$ cat src/ualink_pkg.sv
/* shared widths, opcodes and header layout for the 64-bit turbo datapath
   header layout assumes data_width is 64 and the address fits in 8 bits */

package ualink_pkg;

   localparam int data_width     = 64;
   localparam int mem_addr_width = 8;
   localparam int opcode_width   = 8;

   // payload is whatever is left above opcode and address
   localparam int payload_width  = data_width - opcode_width - mem_addr_width;

   typedef logic [data_width-1:0]     data_t;
   typedef logic [mem_addr_width-1:0] mem_addr_t;
   typedef logic [opcode_width-1:0]   opcode_t;

   localparam opcode_t op_write = 8'hEF;   // second beat goes to memory
   localparam opcode_t op_read  = 8'hEE;   // second beat replaced by memory word

   // command view of a header beat
   typedef struct packed {
      logic [payload_width-1:0] payload;   // bits 63:16, forwarded untouched
      opcode_t                  opcode;    // bits 15:8
      mem_addr_t                addr;      // bits 7:0
   } ualink_hdr_t;

   // one beat seen as plain data and as a command at the same time
   typedef union packed {
      data_t       raw;
      ualink_hdr_t hdr;
   } ualink_word_u;

endpackage

$ cat src/packet_fifo.sv
/* fall-through FIFO for input beats, head word readable without a pop
   a push while nearly_full is dropped, so the writer must honour nearly_full
   nearly_full is up at two or fewer free entries */

`timescale 1ns/10ps

module packet_fifo import ualink_pkg::*; #(
   parameter int fifo_depth_bits = 5
) (
   input  logic  axi_aclk,
   input  logic  axi_resetn,
   input  logic  push,
   input  data_t push_data,
   input  logic  push_last,
   input  logic  pop,
   output data_t head_data,
   output logic  head_last,
   output logic  empty,
   output logic  nearly_full
);

   localparam int depth = 1 << fifo_depth_bits;
   localparam logic [fifo_depth_bits:0] nf_level = (fifo_depth_bits + 1)'(depth - 2);

   data_t data_mem [depth];
   logic  last_mem [depth];

   logic [fifo_depth_bits-1:0] wr_ptr;
   logic [fifo_depth_bits-1:0] rd_ptr;
   logic [fifo_depth_bits:0]   count;    // one bit wider so a full buffer is visible
   logic                       do_push;
   logic                       do_pop;

   assign do_push = push & ~nearly_full;
   assign do_pop  = pop & ~empty;

   // storage
   always_ff @(posedge axi_aclk) begin
      if (do_push) begin
         data_mem[wr_ptr] <= push_data;
         last_mem[wr_ptr] <= push_last;
      end
   end

   always_ff @(posedge axi_aclk) begin
      if (!axi_resetn) begin
         wr_ptr <= '0;
         rd_ptr <= '0;
         count  <= '0;
      end else begin
         if (do_push) begin
            wr_ptr <= wr_ptr + 1'b1;   // wraps at depth
         end
         if (do_pop) begin
            rd_ptr <= rd_ptr + 1'b1;
         end
         case ({do_push, do_pop})
            2'b10:   count <= count + 1'b1;
            2'b01:   count <= count - 1'b1;
            default: count <= count;   // both or neither
         endcase
      end
   end

   // head word straight from the array, valid one cycle after its push
   assign head_data   = data_mem[rd_ptr];
   assign head_last   = last_mem[rd_ptr];
   assign empty       = (count == '0);
   assign nearly_full = (count >= nf_level);

endmodule

$ cat config.mk
export PLATFORM = sky130hd
export DESIGN_NAME = packet_fifo
export DESIGN_NICKNAME = d
export VERILOG_FILES = /design/src/ualink_pkg.sv /design/src/packet_fifo.sv
export SDC_FILE = /design/constraint.sdc
export NUM_CORES = 2
export LEC_CHECK = 0
export BUFFER_PORTS_ARGS = -buffer_cell sky130_fd_sc_hd__buf_2
export CORE_ASPECT_RATIO = 2
export CORE_MARGIN = 1.5
export CORE_UTILIZATION = 62
export CTS_CLUSTER_DIAMETER = 50
export DETAILED_ROUTE_END_ITERATION = 6
export GPL_ROUTABILITY_DRIVEN = 0
export PLACE_DENSITY = 0.86
export SLEW_MARGIN = 20
export SYNTH_ARGS = -nofsm -noshare
export SYNTH_HDL_FRONTEND = slang
export SYNTH_SLANG_ARGS = --single-unit
export TNS_END_PERCENT = 30
$ cat constraint.sdc
create_clock -name axi_aclk -period 8.5 [get_ports axi_aclk]
set_input_delay 0.425 -clock axi_aclk [delete_from_list [all_inputs] [get_ports axi_aclk]]
set_output_delay 0.425 -clock axi_aclk [all_outputs]
set_load 0.02 [all_outputs]
==> out/metrics.cfg <==
[logic_synthesis]
yosysTopAreaCell = edfxtp_1
ys_ff_latch = 2101
post_synth_mux_area_share_pct = 13.9
synth-xor-area-share_pct = 0.0874
netlist_area_um2 = 80200
synth_top_cell_area_share_pct = 77.9
synth-adder-area-share_pct = 0.125
syn_inst = 3861
ys.flop_type = edfxtp_1
synth_common_cells = 2080 x edfxtp_1, 522 x mux2i_1, 373 x a22oi_1, 257 x mux4_2, 135 x nand3_1
synth_most_common_cell = edfxtp_1
synth_area_leaders = edfxtp_1 78%, mux4_2 7.2%, mux2i_1 6.5%, a22oi_1 3.5%, nand3_1 0.84%
ys_seq_area_share_pct = 78.4
syn_area_per_cell_um2 = 20.8
synth_edf_count = 2080
synth_simple_gate_area_share_pct = 2.05
syn_nets = 3938
synthArstFlopShare_pct = 0
yosysUniqueCellTypes = 54
synth_compound_area_share_pct = 3.84
yosysWarnings = 0
synth_top_family_by_area = multiplexers

[critical_path]
critPathCaptureType = output pin
crit_path_end = head_data[15]
worstReg2RegEnd = data_mem[12][21]
crit_path_max_fanout = 50
arrival_ps = 4820
cp_data_required_time_ps = 8080
worstRegToRegCells = 6
critical_path_class = reg -> out
r2r_slack_ps = 4230
start_kind = flip-flop
timing.rr.start = count[2]

[final_layout]
seq_area_um2 = 62900
n_fill_cell = 7078
nets = 4105
syn_to_final_growth_pct = 10.4
final_layout_size_suffix_gt1_share_pct = 18.9
multi_input_area_um2 = 16300

[clocking]
cts_tree = yes
root_buffer = clkbuf_16
cts_hold_buf = 1
cts_max_path_buffers = 3
post-cts-setup-buffers = 0
htree_levels = 4
post_cts_resized = 0
clock_latency_ps = 820
clkSlewWorstSetupHoldPaths_ps = 70
numCtsBuffers = 160
clock-sinks = 2101

[drt]
drtAntennaViolNets = 0
wl_per_cell_um = 37.0
routed-wl-met3_mm = 26.7
routed_wl_mm = 217
met2_length_mm = 109
m1WireLength_mm = 64.8
drt_iter0_drc = 6773
drc = 0
highest_layer = met5
vias_per_cell = 7.30
dr.pass1.iters = 6
vias = 42800

[timing]
setup_viol = 0
relSlewSlack_pct = 20.2
rsz0062_at_grt = false
post-route-period-util_pct = 61.8
fmax_mhz = 190
finClkSkew_ps = 38.3
hold_viol = 0
worst_pin_slew_ps = 1200
tns_ps = 0
period_needed_ps = 5250
drv_slew = 0

[placed_design]
portBuffers = 135
hpwl_mm = 102

[grt]
grt-ovfl-total = 0
grt_pass1_vias = 44400
grt_usage_pct = 33.0
grt_max_degree = 166
antenna_found_initial = 18
grt_first_pass_wirelength_mm = 307

[floorplan]
core-area_um2 = 128000
dieArea_um2 = 132000
num_rows = 186
dieHeight_um = 512
die_w_um = 257
num_io_pins = 136
start_util_pct = 62.4

[power_and_ir_drop]
max-vdd-ir-drop_uv = 251
power_leakage_uw = 0.0263
p_per_area_nw_per_um2 = 270
power_uw = 23900

[job]
maxCapViolations = 0

[outcome]
status = completed

[hold_path]
min_path_type = in -> reg

[per-stage QoR]
stage / util (%) / cell area [um2] / cells / hold slack (ps) / worst slack, ps
6_report: 68.9 / 88500 / 5859 / 88.9 / 3250
5_1_grt: 68.9 / 88500 / 5855 / 85.4 / 2970
4_1_cts: 68.8 / 88400 / 5845 / 51.5 / 3150
2_1_floorplan: - / 80200 / 3861 / 445 / 4120
3_5_place_dp: 64.5 / 82800 / 5554 / 469 / 4000
3_3_place_gp: 64.4 / 82800 / 5552 / 461 / 4070
[layer usage]
metal / GRT usage, % / vias up
met5: 0 / -
met3: 7.25 / 982
met4: 23.1 / 18
li1: - / 16400
met1: 38.0 / 21300
met2: 55.2 / 4045
[state kept, by name, summed over array words and instances (netlist names), named ones only]
name      cells
count         6
rd_ptr        5
last_mem     32
data_mem   2048
wr_ptr        5
[worst max-delay path, stage by stage (launching register included)]
cell	delay, ps
dfxtp_4	850
buf_4	720
buf_4	900
mux4_2	610
a22oi_1	260
nand4_1	330
buf_2	280
[cell usage in the layout, fill, tap and decap left out, types with 24 or more instances in the layout]
master        n
edfxtp_1   2080
mux2i_1     522
a22oi_1     373
mux4_2      257
clkbuf_16   165
nand3_1     135
buf_2       135
buf_4        84
nand4_1      62
nor2_4       34
bufinv_16    29
nand2_1      24
[cell families (layout without fill, tap and decap cells)]
group,after synthesis,in the layout
flip-flops,2101,2101
multiplexers,784,784
AO/OA/AOI/OAI,413,413
AND/OR/NAND/NOR,314,314
buffers and inverters,233,528
adder cells (fa/ha/maj),8,8
XOR/XNOR,8,8
other,0,11
[area by class of cell]
class	instances	area share [%]
Sequential cell	2101	71.0
Multi-Input combinational cell	1527	18.5
Clock buffer	190	4.80
Tap cell	1692	2.39
Timing Repair Buffer	229	1.71
Clock inverter	100	1.53
Inverter	9	0.0410
Antenna cell	11	0.0311
[how the worst min path moves through the flow]
stage / startpoint / endpoint / slack, ps / depth (start not counted)
after floorplan: rd_ptr[4] / flip-flop / 450 / 2
after global placement: rd_ptr[4] / flip-flop / 460 / 2
after detailed placement: rd_ptr[4] / rd_ptr[4] / 470 / 2
after CTS: push_data[17] / data_mem[21][17] / 50 / 1
after global routing: push_data[17] / data_mem[21][17] / 90 / 1
final: push_data[17] / data_mem[21][17] / 90 / 1
[power breakdown]
group | total (uW) | internal (uW) | switching (uW)
Sequential | 11700 | 11600 | 141
Combinational | 4030 | 1610 | 2420
Clock | 8160 | 4500 | 3670
Note: power is estimated with default switching activity, not from simulation.
