--- src/ualink_pkg.sv ---
/* shared widths, opcodes and header layout for the 64-bit turbo datapath
   header layout assumes data_width is 64 and the address fits in 8 bits */

package ualink_pkg;

   localparam int data_width     = 64;
   localparam int mem_addr_width = 8;
   localparam int opcode_width   = 8;

   // payload is whatever is left above opcode and address
   localparam int payload_width  = data_width - opcode_width - mem_addr_width;

   typedef logic [data_width-1:0]     data_t;
   typedef logic [mem_addr_width-1:0] mem_addr_t;
   typedef logic [opcode_width-1:0]   opcode_t;

   localparam opcode_t op_write = 8'hEF;   // second beat goes to memory
   localparam opcode_t op_read  = 8'hEE;   // second beat replaced by memory word

   // command view of a header beat
   typedef struct packed {
      logic [payload_width-1:0] payload;   // bits 63:16, forwarded untouched
      opcode_t                  opcode;    // bits 15:8
      mem_addr_t                addr;      // bits 7:0
   } ualink_hdr_t;

   // one beat seen as plain data and as a command at the same time
   typedef union packed {
      data_t       raw;
      ualink_hdr_t hdr;
   } ualink_word_u;

endpackage

--- src/cmd_fsm.sv ---
/* command FSM between the input FIFO and the output stream
   first beat of each packet is a header, opcode in 15:8 and address in 7:0
   read packets stall the output for rd_wait cycles, then swap in the memory word
   single-beat packets are only forwarded */

`timescale 1ns/10ps

module cmd_fsm import ualink_pkg::*; #(
   parameter int rd_wait = 3
) (
   input  logic      axi_aclk,
   input  logic      axi_resetn,
   input  data_t     head_data,
   input  logic      head_last,
   input  logic      empty,
   input  logic      m_axis_tready,
   input  logic      timer_done,
   input  data_t     mem_rdata,
   output logic      pop,
   output data_t     m_axis_tdata,
   output logic      m_axis_tlast,
   output logic      m_axis_tvalid,
   output logic      timer_start,
   output logic      mem_we,
   output mem_addr_t mem_addr,
   output data_t     mem_wdata
);

   localparam logic [1:0] st_header    = 2'd0;
   localparam logic [1:0] st_body      = 2'd1;
   localparam logic [1:0] st_read_wait = 2'd2;
   localparam logic [1:0] st_read_data = 2'd3;

   logic [1:0]   state;
   logic [1:0]   state_next;
   ualink_word_u head_w;
   opcode_t      op_q;       // opcode of the packet in flight
   mem_addr_t    addr_q;     // its memory address
   logic         second_q;   // next beat out is the second of the packet
   logic         xfer;
   logic         hdr_read;

   // the timer is built with the same rd_wait, a zero stall has no state for it
   if (rd_wait < 1) begin : g_rd_wait_check
      $error("cmd_fsm: rd_wait must be at least 1");
   end

   assign head_w = head_data;   // same beat, raw and header views
   assign xfer   = m_axis_tvalid & m_axis_tready;
   assign pop    = xfer;        // head leaves the fifo as it transfers

   // multi-beat read header on its way out
   assign hdr_read = (state == st_header) & xfer & ~head_last &
                     (head_w.hdr.opcode == op_read);

   // output stream, valid dropped only while the read stall runs
   assign m_axis_tvalid = ~empty & (state != st_read_wait);
   assign m_axis_tdata  = (state == st_read_data) ? mem_rdata : head_w.raw;
   assign m_axis_tlast  = head_last;

   // address held from the header, so rdata has settled by read_data
   assign mem_addr    = addr_q;
   assign mem_wdata   = head_w.raw;
   assign mem_we      = (state == st_body) & second_q & (op_q == op_write) & xfer;
   assign timer_start = hdr_read;

   always_comb begin
      state_next = state;
      case (state)
         st_header: begin
            if (hdr_read) begin
               state_next = st_read_wait;
            end else if (xfer & ~head_last) begin
               state_next = st_body;   // write or plain packet
            end
         end
         st_body: begin
            if (xfer & head_last) begin
               state_next = st_header;
            end
         end
         st_read_wait: begin
            if (timer_done) begin
               state_next = st_read_data;
            end
         end
         st_read_data: begin
            if (xfer) begin
               state_next = head_last ? st_header : st_body;
            end
         end
         default: state_next = st_header;
      endcase
   end

   always_ff @(posedge axi_aclk) begin
      if (!axi_resetn) begin
         state    <= st_header;
         second_q <= 1'b0;
      end else begin
         state <= state_next;
         if ((state == st_header) & xfer) begin
            second_q <= 1'b1;
         end else if (xfer) begin
            second_q <= 1'b0;   // past the second beat
         end
      end
   end

   // command fields latched as the header transfers
   always_ff @(posedge axi_aclk) begin
      if ((state == st_header) & xfer) begin
         op_q   <= head_w.hdr.opcode;
         addr_q <= head_w.hdr.addr;
      end
   end

endmodule

--- config.mk ---
export PLATFORM = sky130hd
export DESIGN_NAME = cmd_fsm
export DESIGN_NICKNAME = d
export VERILOG_FILES = /design/src/ualink_pkg.sv /design/src/cmd_fsm.sv
export SDC_FILE = /design/constraint.sdc
export NUM_CORES = 1
export LEC_CHECK = 0
export BUFFER_PORTS_ARGS = -buffer_cell sky130_fd_sc_hd__buf_2
export CORE_AREA = 2 2 106 108
export CTS_CLUSTER_SIZE = 30
export DETAILED_ROUTE_END_ITERATION = 6
export DIE_AREA = 0 0 108 110
export HOLD_SLACK_MARGIN = 0.08
export PLACE_DENSITY_LB_ADDON = 0.2
export SLEW_MARGIN = 20
export SYNTH_ARGS = -nofsm -noshare
export SYNTH_HDL_FRONTEND = slang
export SYNTH_SLANG_ARGS = --single-unit
--- constraint.sdc ---
create_clock -name axi_aclk -period 2.1 [get_ports axi_aclk]
set_input_delay 0.315 -clock axi_aclk [delete_from_list [all_inputs] [get_ports axi_aclk]]
set_output_delay 0.315 -clock axi_aclk [all_outputs]
set_load 0.01 [all_outputs]
==> flow_metrics.py, run 1 <==
metrics = {
    "global_routing": {
        "antenna_found_initial": 0,
        "grt_pass1_vias": 1937,
        "overflow": 0,
        "grt_max_degree": 38,
        "track_usage": 0.1105,
        "grt_pass1_wl_um": 10070,
    },
    "worst_setup_path": {
        "arrival_ns": 1.56,
        "max_stage_delay_ns": 0.38,
        "worstRegToRegCells": 5,
        "crit_required_ns": 1.78,
        "end_kind": "output pin",
        "worstSetupStartpointType": "flop",
        "path_max_fanout": 27,
        "slowest_stage": "mux2_2",
        "worstSetupPathType": "reg -> out",
        "reg2reg_from": "state[0]$_SDFFE_PN0P_",
        "cp_cell_sequence": "nand2_2 -> buf_4 -> mux2_2 -> buf_2",
        "timing.critical_path.from": "state[1]$_SDFFE_PN0P_",
    },
    "drt": {
        "first_iter_violations": 28,
        "wl_per_cell_um": 14.14,
        "num_vias": 2084,
        "wl_um": 7551,
        "vias_per_cell": 3.903,
        "antenna_left": 0,
        "drc_errors": 0,
        "drt_first_pass_iters": 3,
    },
    "timing": {
        "slew_violations": 0,
        "layout_min_cycle_time_ns": 1.875,
        "rsz0062_at_grt": "no",
        "worst_slew_pin_slew_ns": 0.3789,
        "fmax_mhz": 533.4,
        "period_share": 0.8927,
        "report.final.setup_viol": 0,
        "finClkSkew_ns": 0.002920,
        "final_hold_viol_count": 0,
        "fin_ws_ns": 0.2253,
        "setup_tns_ns": 0,
        "slew_headroom": 0.7474,
    },
    "clock_tree": {
        "insertion_delay_ns": 0.25,
        "clkSinkCount": 19,
        "tritoncts.num_buffers": 3,
        "cts_tree": "built",
        "cts_root_buf": "clkbuf_8",
        "path_clk_slew_ns": 0.07,
        "cts_hold_buf": 0,
        "cts_setup_buffers": 0,
        "htree_levels": 1,
        "clockBufferDepth": 2,
        "cts-resized-gates": 0,
    },
    "yosys": {
        "synthesis.nets": 317,
        "ys_types": 27,
        "synth-seq-area-share": 0.2680,
        "netlist_instances": 183,
        "syn-cell-area_um2": 2017,
        "synth_seq_cells": 19,
        "ys_warn_count": 0,
        "avgSynthCellArea_um2": 11.02,
    },
    "power_and_ir_drop": {
        "p_int_uw": 798.7,
        "swShare": 0.2930,
        "power_density_nw_per_um2": 361.0,
        "leakagePower_uw": 0.001681,
        "power_frac_seq": 0.382,
        "ir_drop_mv": 0.1669,
        "power_uw": 1130,
        "netSwitchingPower_uw": 331.0,
        "power_frac_clock": 0.218,
        "comb_power_share": 0.400,
    },
    "placement": {
        "routabilityCongestion": 0.7162,
        "io_buffers": 274,
        "dp_hpwl_um": 6682,
        "dp_slack_ns": 0.4962,
    },
    "outcome": {
        "outcome": "finished, final reports clean",
    },
    "die": {
        "fp.dieW_um": 108,
        "io_pins": 275,
        "fp.dieArea_um2": 11880,
        "die_y_um": 110,
        "coreArea_um2": 10700,
        "fp-row-count": 38,
        "initial_core_util": 0.1885,
    },
    "layout": {
        "final_common_cell": "buf_2",
        "drive_gt1_frac": 0.8985,
        "layout_common_cells": "buf_2, mux2_2, edfxtp_1",
        "nNetsFinal": 529,
        "area_growth_pct": 55.15,
        "n_antenna_cell": 0,
    },
    "worst_hold_path": {
        "hp-class": "in -> reg",
        "min_path_cells": 1,
        "worstHoldStart": "head_data[2]",
    },
    "flow_run": {
        "max_cap_violations": 0,
    },
}
-- cells by family (layout without fill, tap and decap cells) --
| family | Yosys count | in the layout | synth area share |
|---|---|---|---|
| AND/OR/NAND/NOR | 22 | 22 | 0.08561 |
| multiplexers | 64 | 64 | 0.3573 |
| buffers and inverters | 73 | 284 | 0.2661 |
| flip-flops | 19 | 19 | 0.2680 |
| AO/OA/AOI/OAI | 5 | 5 | 0.02295 |
-- cells in the mapped netlist --
| library cell | count | area (µm²) |
|---|---|---|
| a21oi_1 | 1 | 5.000 |
| a41oi_1 | 1 | 8.760 |
| and2_1 | 2 | 12.51 |
| and2b_2 | 1 | 8.760 |
| and3b_1 | 2 | 17.52 |
| and4_1 | 1 | 8.760 |
| and4b_1 | 1 | 10.01 |
| and4bb_2 | 1 | 12.51 |
| buf_2 | 6 | 30.03 |
| buf_4 | 66 | 495.5 |
| buf_6 | 1 | 11.26 |
| dfxtp_1 | 3 | 60.06 |
| edfxtp_1 | 16 | 480.5 |
| mux2_2 | 64 | 720.7 |
| nand2_2 | 1 | 6.260 |
| nand3_1 | 1 | 5.000 |
| nand3b_1 | 1 | 7.510 |
| nand4_1 | 1 | 6.260 |
| nor2_1 | 4 | 15.01 |
| nor4_1 | 1 | 6.260 |
| nor4b_4 | 1 | 23.77 |
| o211a_1 | 1 | 10.01 |
| o221a_1 | 1 | 11.26 |
| o221a_2 | 1 | 11.26 |
| or2b_1 | 2 | 15.01 |
| or2b_2 | 1 | 8.760 |
| or3b_2 | 1 | 8.760 |
-- worst max-delay path: cells and delay by family (launching register included) --
family,cells,cell delay (ns)
multiplexers,1,0.38
flip-flops,1,0.32
AND/OR/NAND/NOR,1,0.10
buffers and inverters,2,0.49
-- cell type report --
cell class / instances / area [µm²]
fill: 1169 / 7569
timing repair buffer: 280 / 1429
multi-input combinational: 91 / 939.7
sequential: 19 / 540.5
tap: 140 / 175.2
clock buffer: 4 / 45.04
-- final timing paths --
path                            slack [ns]                    end
worst max-delay path                  0.23       m_axis_tdata[30]
worst min-delay path                  0.27  mem_addr[2]$_DFFE_PN_
worst max register to register        0.63  state[0]$_SDFFE_PN0P_
worst min register to register        0.51  second_q$_SDFFE_PN0P_
-- layer usage --
layer / global-route usage / up-vias / routed length (µm)
met3: 0.02704 / 4 / 760
li1: - / 1009 / -
met2: 0.1932 / 130 / 3816
met4: 0.03114 / 0 / 74
met5: 0 / - / 0
met1: 0.1351 / 941 / 2899
-- flip-flops by register name (all words and copies together) (netlist names) --
name / count
state: 2
second_q: 1
op_q: 8
mem_addr: 8
-- stage by stage --
stage	std cells	cell area [µm²]	hold slack [ns]	util
CTS	534	3129	0.2590	0.2925
detailed placement	530	3084	0.5026	0.2883
finish	534	3129	0.2663	0.2925
global placement	530	3084	0.4994	0.2883
floorplan	183	2017	0.4139	-
global route	534	3129	0.2625	0.2925
-- power groups by stage --
| stage | Clock (µW) | Sequential [µW] | Combinational [µW] |
|---|---|---|---|
| after CTS | 257 | 432 | 459 |
| after floorplan | 0 | 443 | 251 |
| after detailed placement | 0 | 440 | 457 |
| final | 246 | 432 | 452 |
| after global routing | 276 | 433 | 496 |
| after global placement | 0 | 440 | 457 |
Note: power is estimated with default switching activity, not from simulation.
==> inputs of run 2 (changes only) <==
Settings changed: ABC_AREA set to 1, CORE_AREA 2 2 106 108 to 2 2 107 109, DIE_AREA 0 0 108 110 to 0 0 109 111.
==> flow_metrics.py, run 2 <==
metrics = {
    "global_routing": {
        "track_usage": 0.09855,
        "overflow": 0,
        "grt_pass1_vias": 2009,
        "grt_pass1_wl_um": 9397,
        "grt_max_degree": 36,
        "antenna_found_initial": 0,
    },
    "layout": {
        "n_antenna_cell": 0,
        "area_growth_pct": 52.10,
        "drive_gt1_frac": 0.8434,
        "final_common_cell": "buf_2",
        "layout_common_cells": "buf_2, mux2_4, mux2_2",
        "nNetsFinal": 550,
    },
    "drt": {
        "antenna_left": 0,
        "wl_um": 6705,
        "wl_per_cell_um": 12.02,
        "drt_first_pass_iters": 4,
        "vias_per_cell": 3.898,
        "drc_errors": 0,
        "num_vias": 2175,
        "first_iter_violations": 54,
    },
    "placement": {
        "dp_hpwl_um": 5964,
        "io_buffers": 274,
        "routabilityCongestion": 0.7841,
    },
    "worst_setup_path": {
        "crit_required_ns": 1.78,
        "path_max_fanout": 35,
        "worstSetupPathType": "reg -> out",
        "end_kind": "output pin",
        "arrival_ns": 1.51,
        "worstSetupStartpointType": "flop",
    },
    "yosys": {
        "netlist_instances": 206,
        "yosysMostFrequentCell": "buf_4",
        "yosys-top-cells-count": "buf_4, mux2_4, mux2_2, edfxtp_1, nor2_1",
        "synth-seq-area-share": 0.2490,
        "synthesis.nets": 340,
        "avgSynthCellArea_um2": 10.54,
        "yosys.area.top_type_share": 0.2490,
        "yosys-top-cells-area": "mux2_4, buf_4, edfxtp_1, mux2_2, dfxtp_1",
        "synth_async_sr_flop_share": 0,
        "ys_warn_count": 0,
        "synth_edf_count": 16,
        "syn-cell-area_um2": 2171,
        "ys.flop_type": "edfxtp_1",
        "synth_seq_cells": 19,
        "synth_area_leader_cell": "mux2_4",
        "ys_types": 22,
    },
    "clock_tree": {
        "cts_root_buf": "clkbuf_16",
        "cts_tree": "built",
        "clockBufferDepth": 2,
        "clkSinkCount": 19,
        "insertion_delay_ns": 0.25,
        "cts_hold_buf": 0,
        "htree_levels": 1,
        "tritoncts.num_buffers": 3,
        "path_clk_slew_ns": 0.05,
        "cts_setup_buffers": 0,
        "cts-resized-gates": 0,
    },
    "timing": {
        "slew_violations": 0,
        "period_share": 0.8711,
        "finClkSkew_ns": 0.001089,
        "fmax_mhz": 546.7,
        "slew_headroom": 0.8164,
        "rsz0062_at_grt": "no",
        "worst_slew_pin_slew_ns": 0.2751,
        "setup_tns_ns": 0,
        "report.final.setup_viol": 0,
        "final_hold_viol_count": 0,
        "hold_ws_ns": 0.2733,
        "layout_min_cycle_time_ns": 1.829,
    },
    "die": {
        "fp.dieArea_um2": 12100,
        "io_pins": 275,
        "die_y_um": 111,
        "fp.dieW_um": 109,
        "coreArea_um2": 11080,
        "fp-row-count": 39,
        "initial_core_util": 0.1960,
    },
    "power_and_ir_drop": {
        "power_density_nw_per_um2": 554.0,
        "ir_drop_mv": 0.2838,
        "leakagePower_uw": 0.001922,
    },
    "flow_run": {
        "max_cap_violations": 0,
    },
    "worst_hold_path": {
        "hp-class": "in -> reg",
    },
    "outcome": {
        "outcome": "finished, final reports clean",
    },
}
-- run 2: worst max-delay path, stage by stage (launching register included) --
cell     delay (ns)
dfxtp_1        0.38
nand2_4        0.13
buf_12         0.24
mux2_2         0.36
buf_2          0.14
-- run 2: worst paths after layout --
path	startpoint	endpoint	slack [ns]	cells after the start
setup / recovery	state[1]$_SDFFE_PN0P_	m_axis_tdata[23]	0.27	4
hold / removal	head_data[5]	mem_addr[5]$_DFFE_PN_	0.27	1
setup reg to reg	state[0]$_SDFFE_PN0P_	mem_addr[0]$_DFFE_PN_	0.58	7
hold reg to reg	second_q$_SDFFE_PN0P_	second_q$_SDFFE_PN0P_	0.48	2
-- run 2: power breakdown --
| part | total [µW] | leakage (µW) | switching (µW) | internal (µW) |
|---|---|---|---|---|
| Clock | 383 | 0.0000409 | 128 | 255 |
| Combinational | 921 | 0.00171 | 456 | 465 |
| Sequential | 525 | 0.000173 | 37.6 | 487 |
-- run 2: kinds of logic after synthesis --
group	count (synthesis)	share of synthesized area
AOI/OAI and AO/OA	8	0.01959
muxes	62	0.3839
buffers and inverters	82	0.2726
and+or+nand+nor	35	0.07493
DFF	19	0.2490
-- run 2: layout make-up --
class,count,area (µm²)
Clock buffer,3,75.07
Clock inverter,1,5.005
Fill cell,1182,7775
Inverter,10,37.54
Multi-Input combinational cell,105,1046
Sequential cell,19,540.5
Tap cell,143,178.9
Timing Repair Buffer,277,1419
-- run 2: per-layer routing --
layer	track usage	share of wire	wire length (µm)
met1	0.09892	0.36	2422
met2	0.1979	0.52	3482
met3	0.02352	0.11	759
met4	0.02051	0.0060	40
met5	0	0	0
-- run 2: stage by stage --
stage | cell area, µm² | cells | power [µW] | worst slack [ns] | util
after global placement | 3222 | 554 | 1466 | 0.5454 | 0.2909
final | 3302 | 558 | 1829 | 0.2707 | 0.2981
after global routing | 3302 | 558 | 1963 | 0.1366 | 0.2981
after detailed placement | 3222 | 554 | 1467 | 0.5074 | 0.2909
after floorplan | 2171 | 206 | 1136 | 0.6196 | -
after CTS | 3302 | 558 | 1861 | 0.2326 | 0.2981
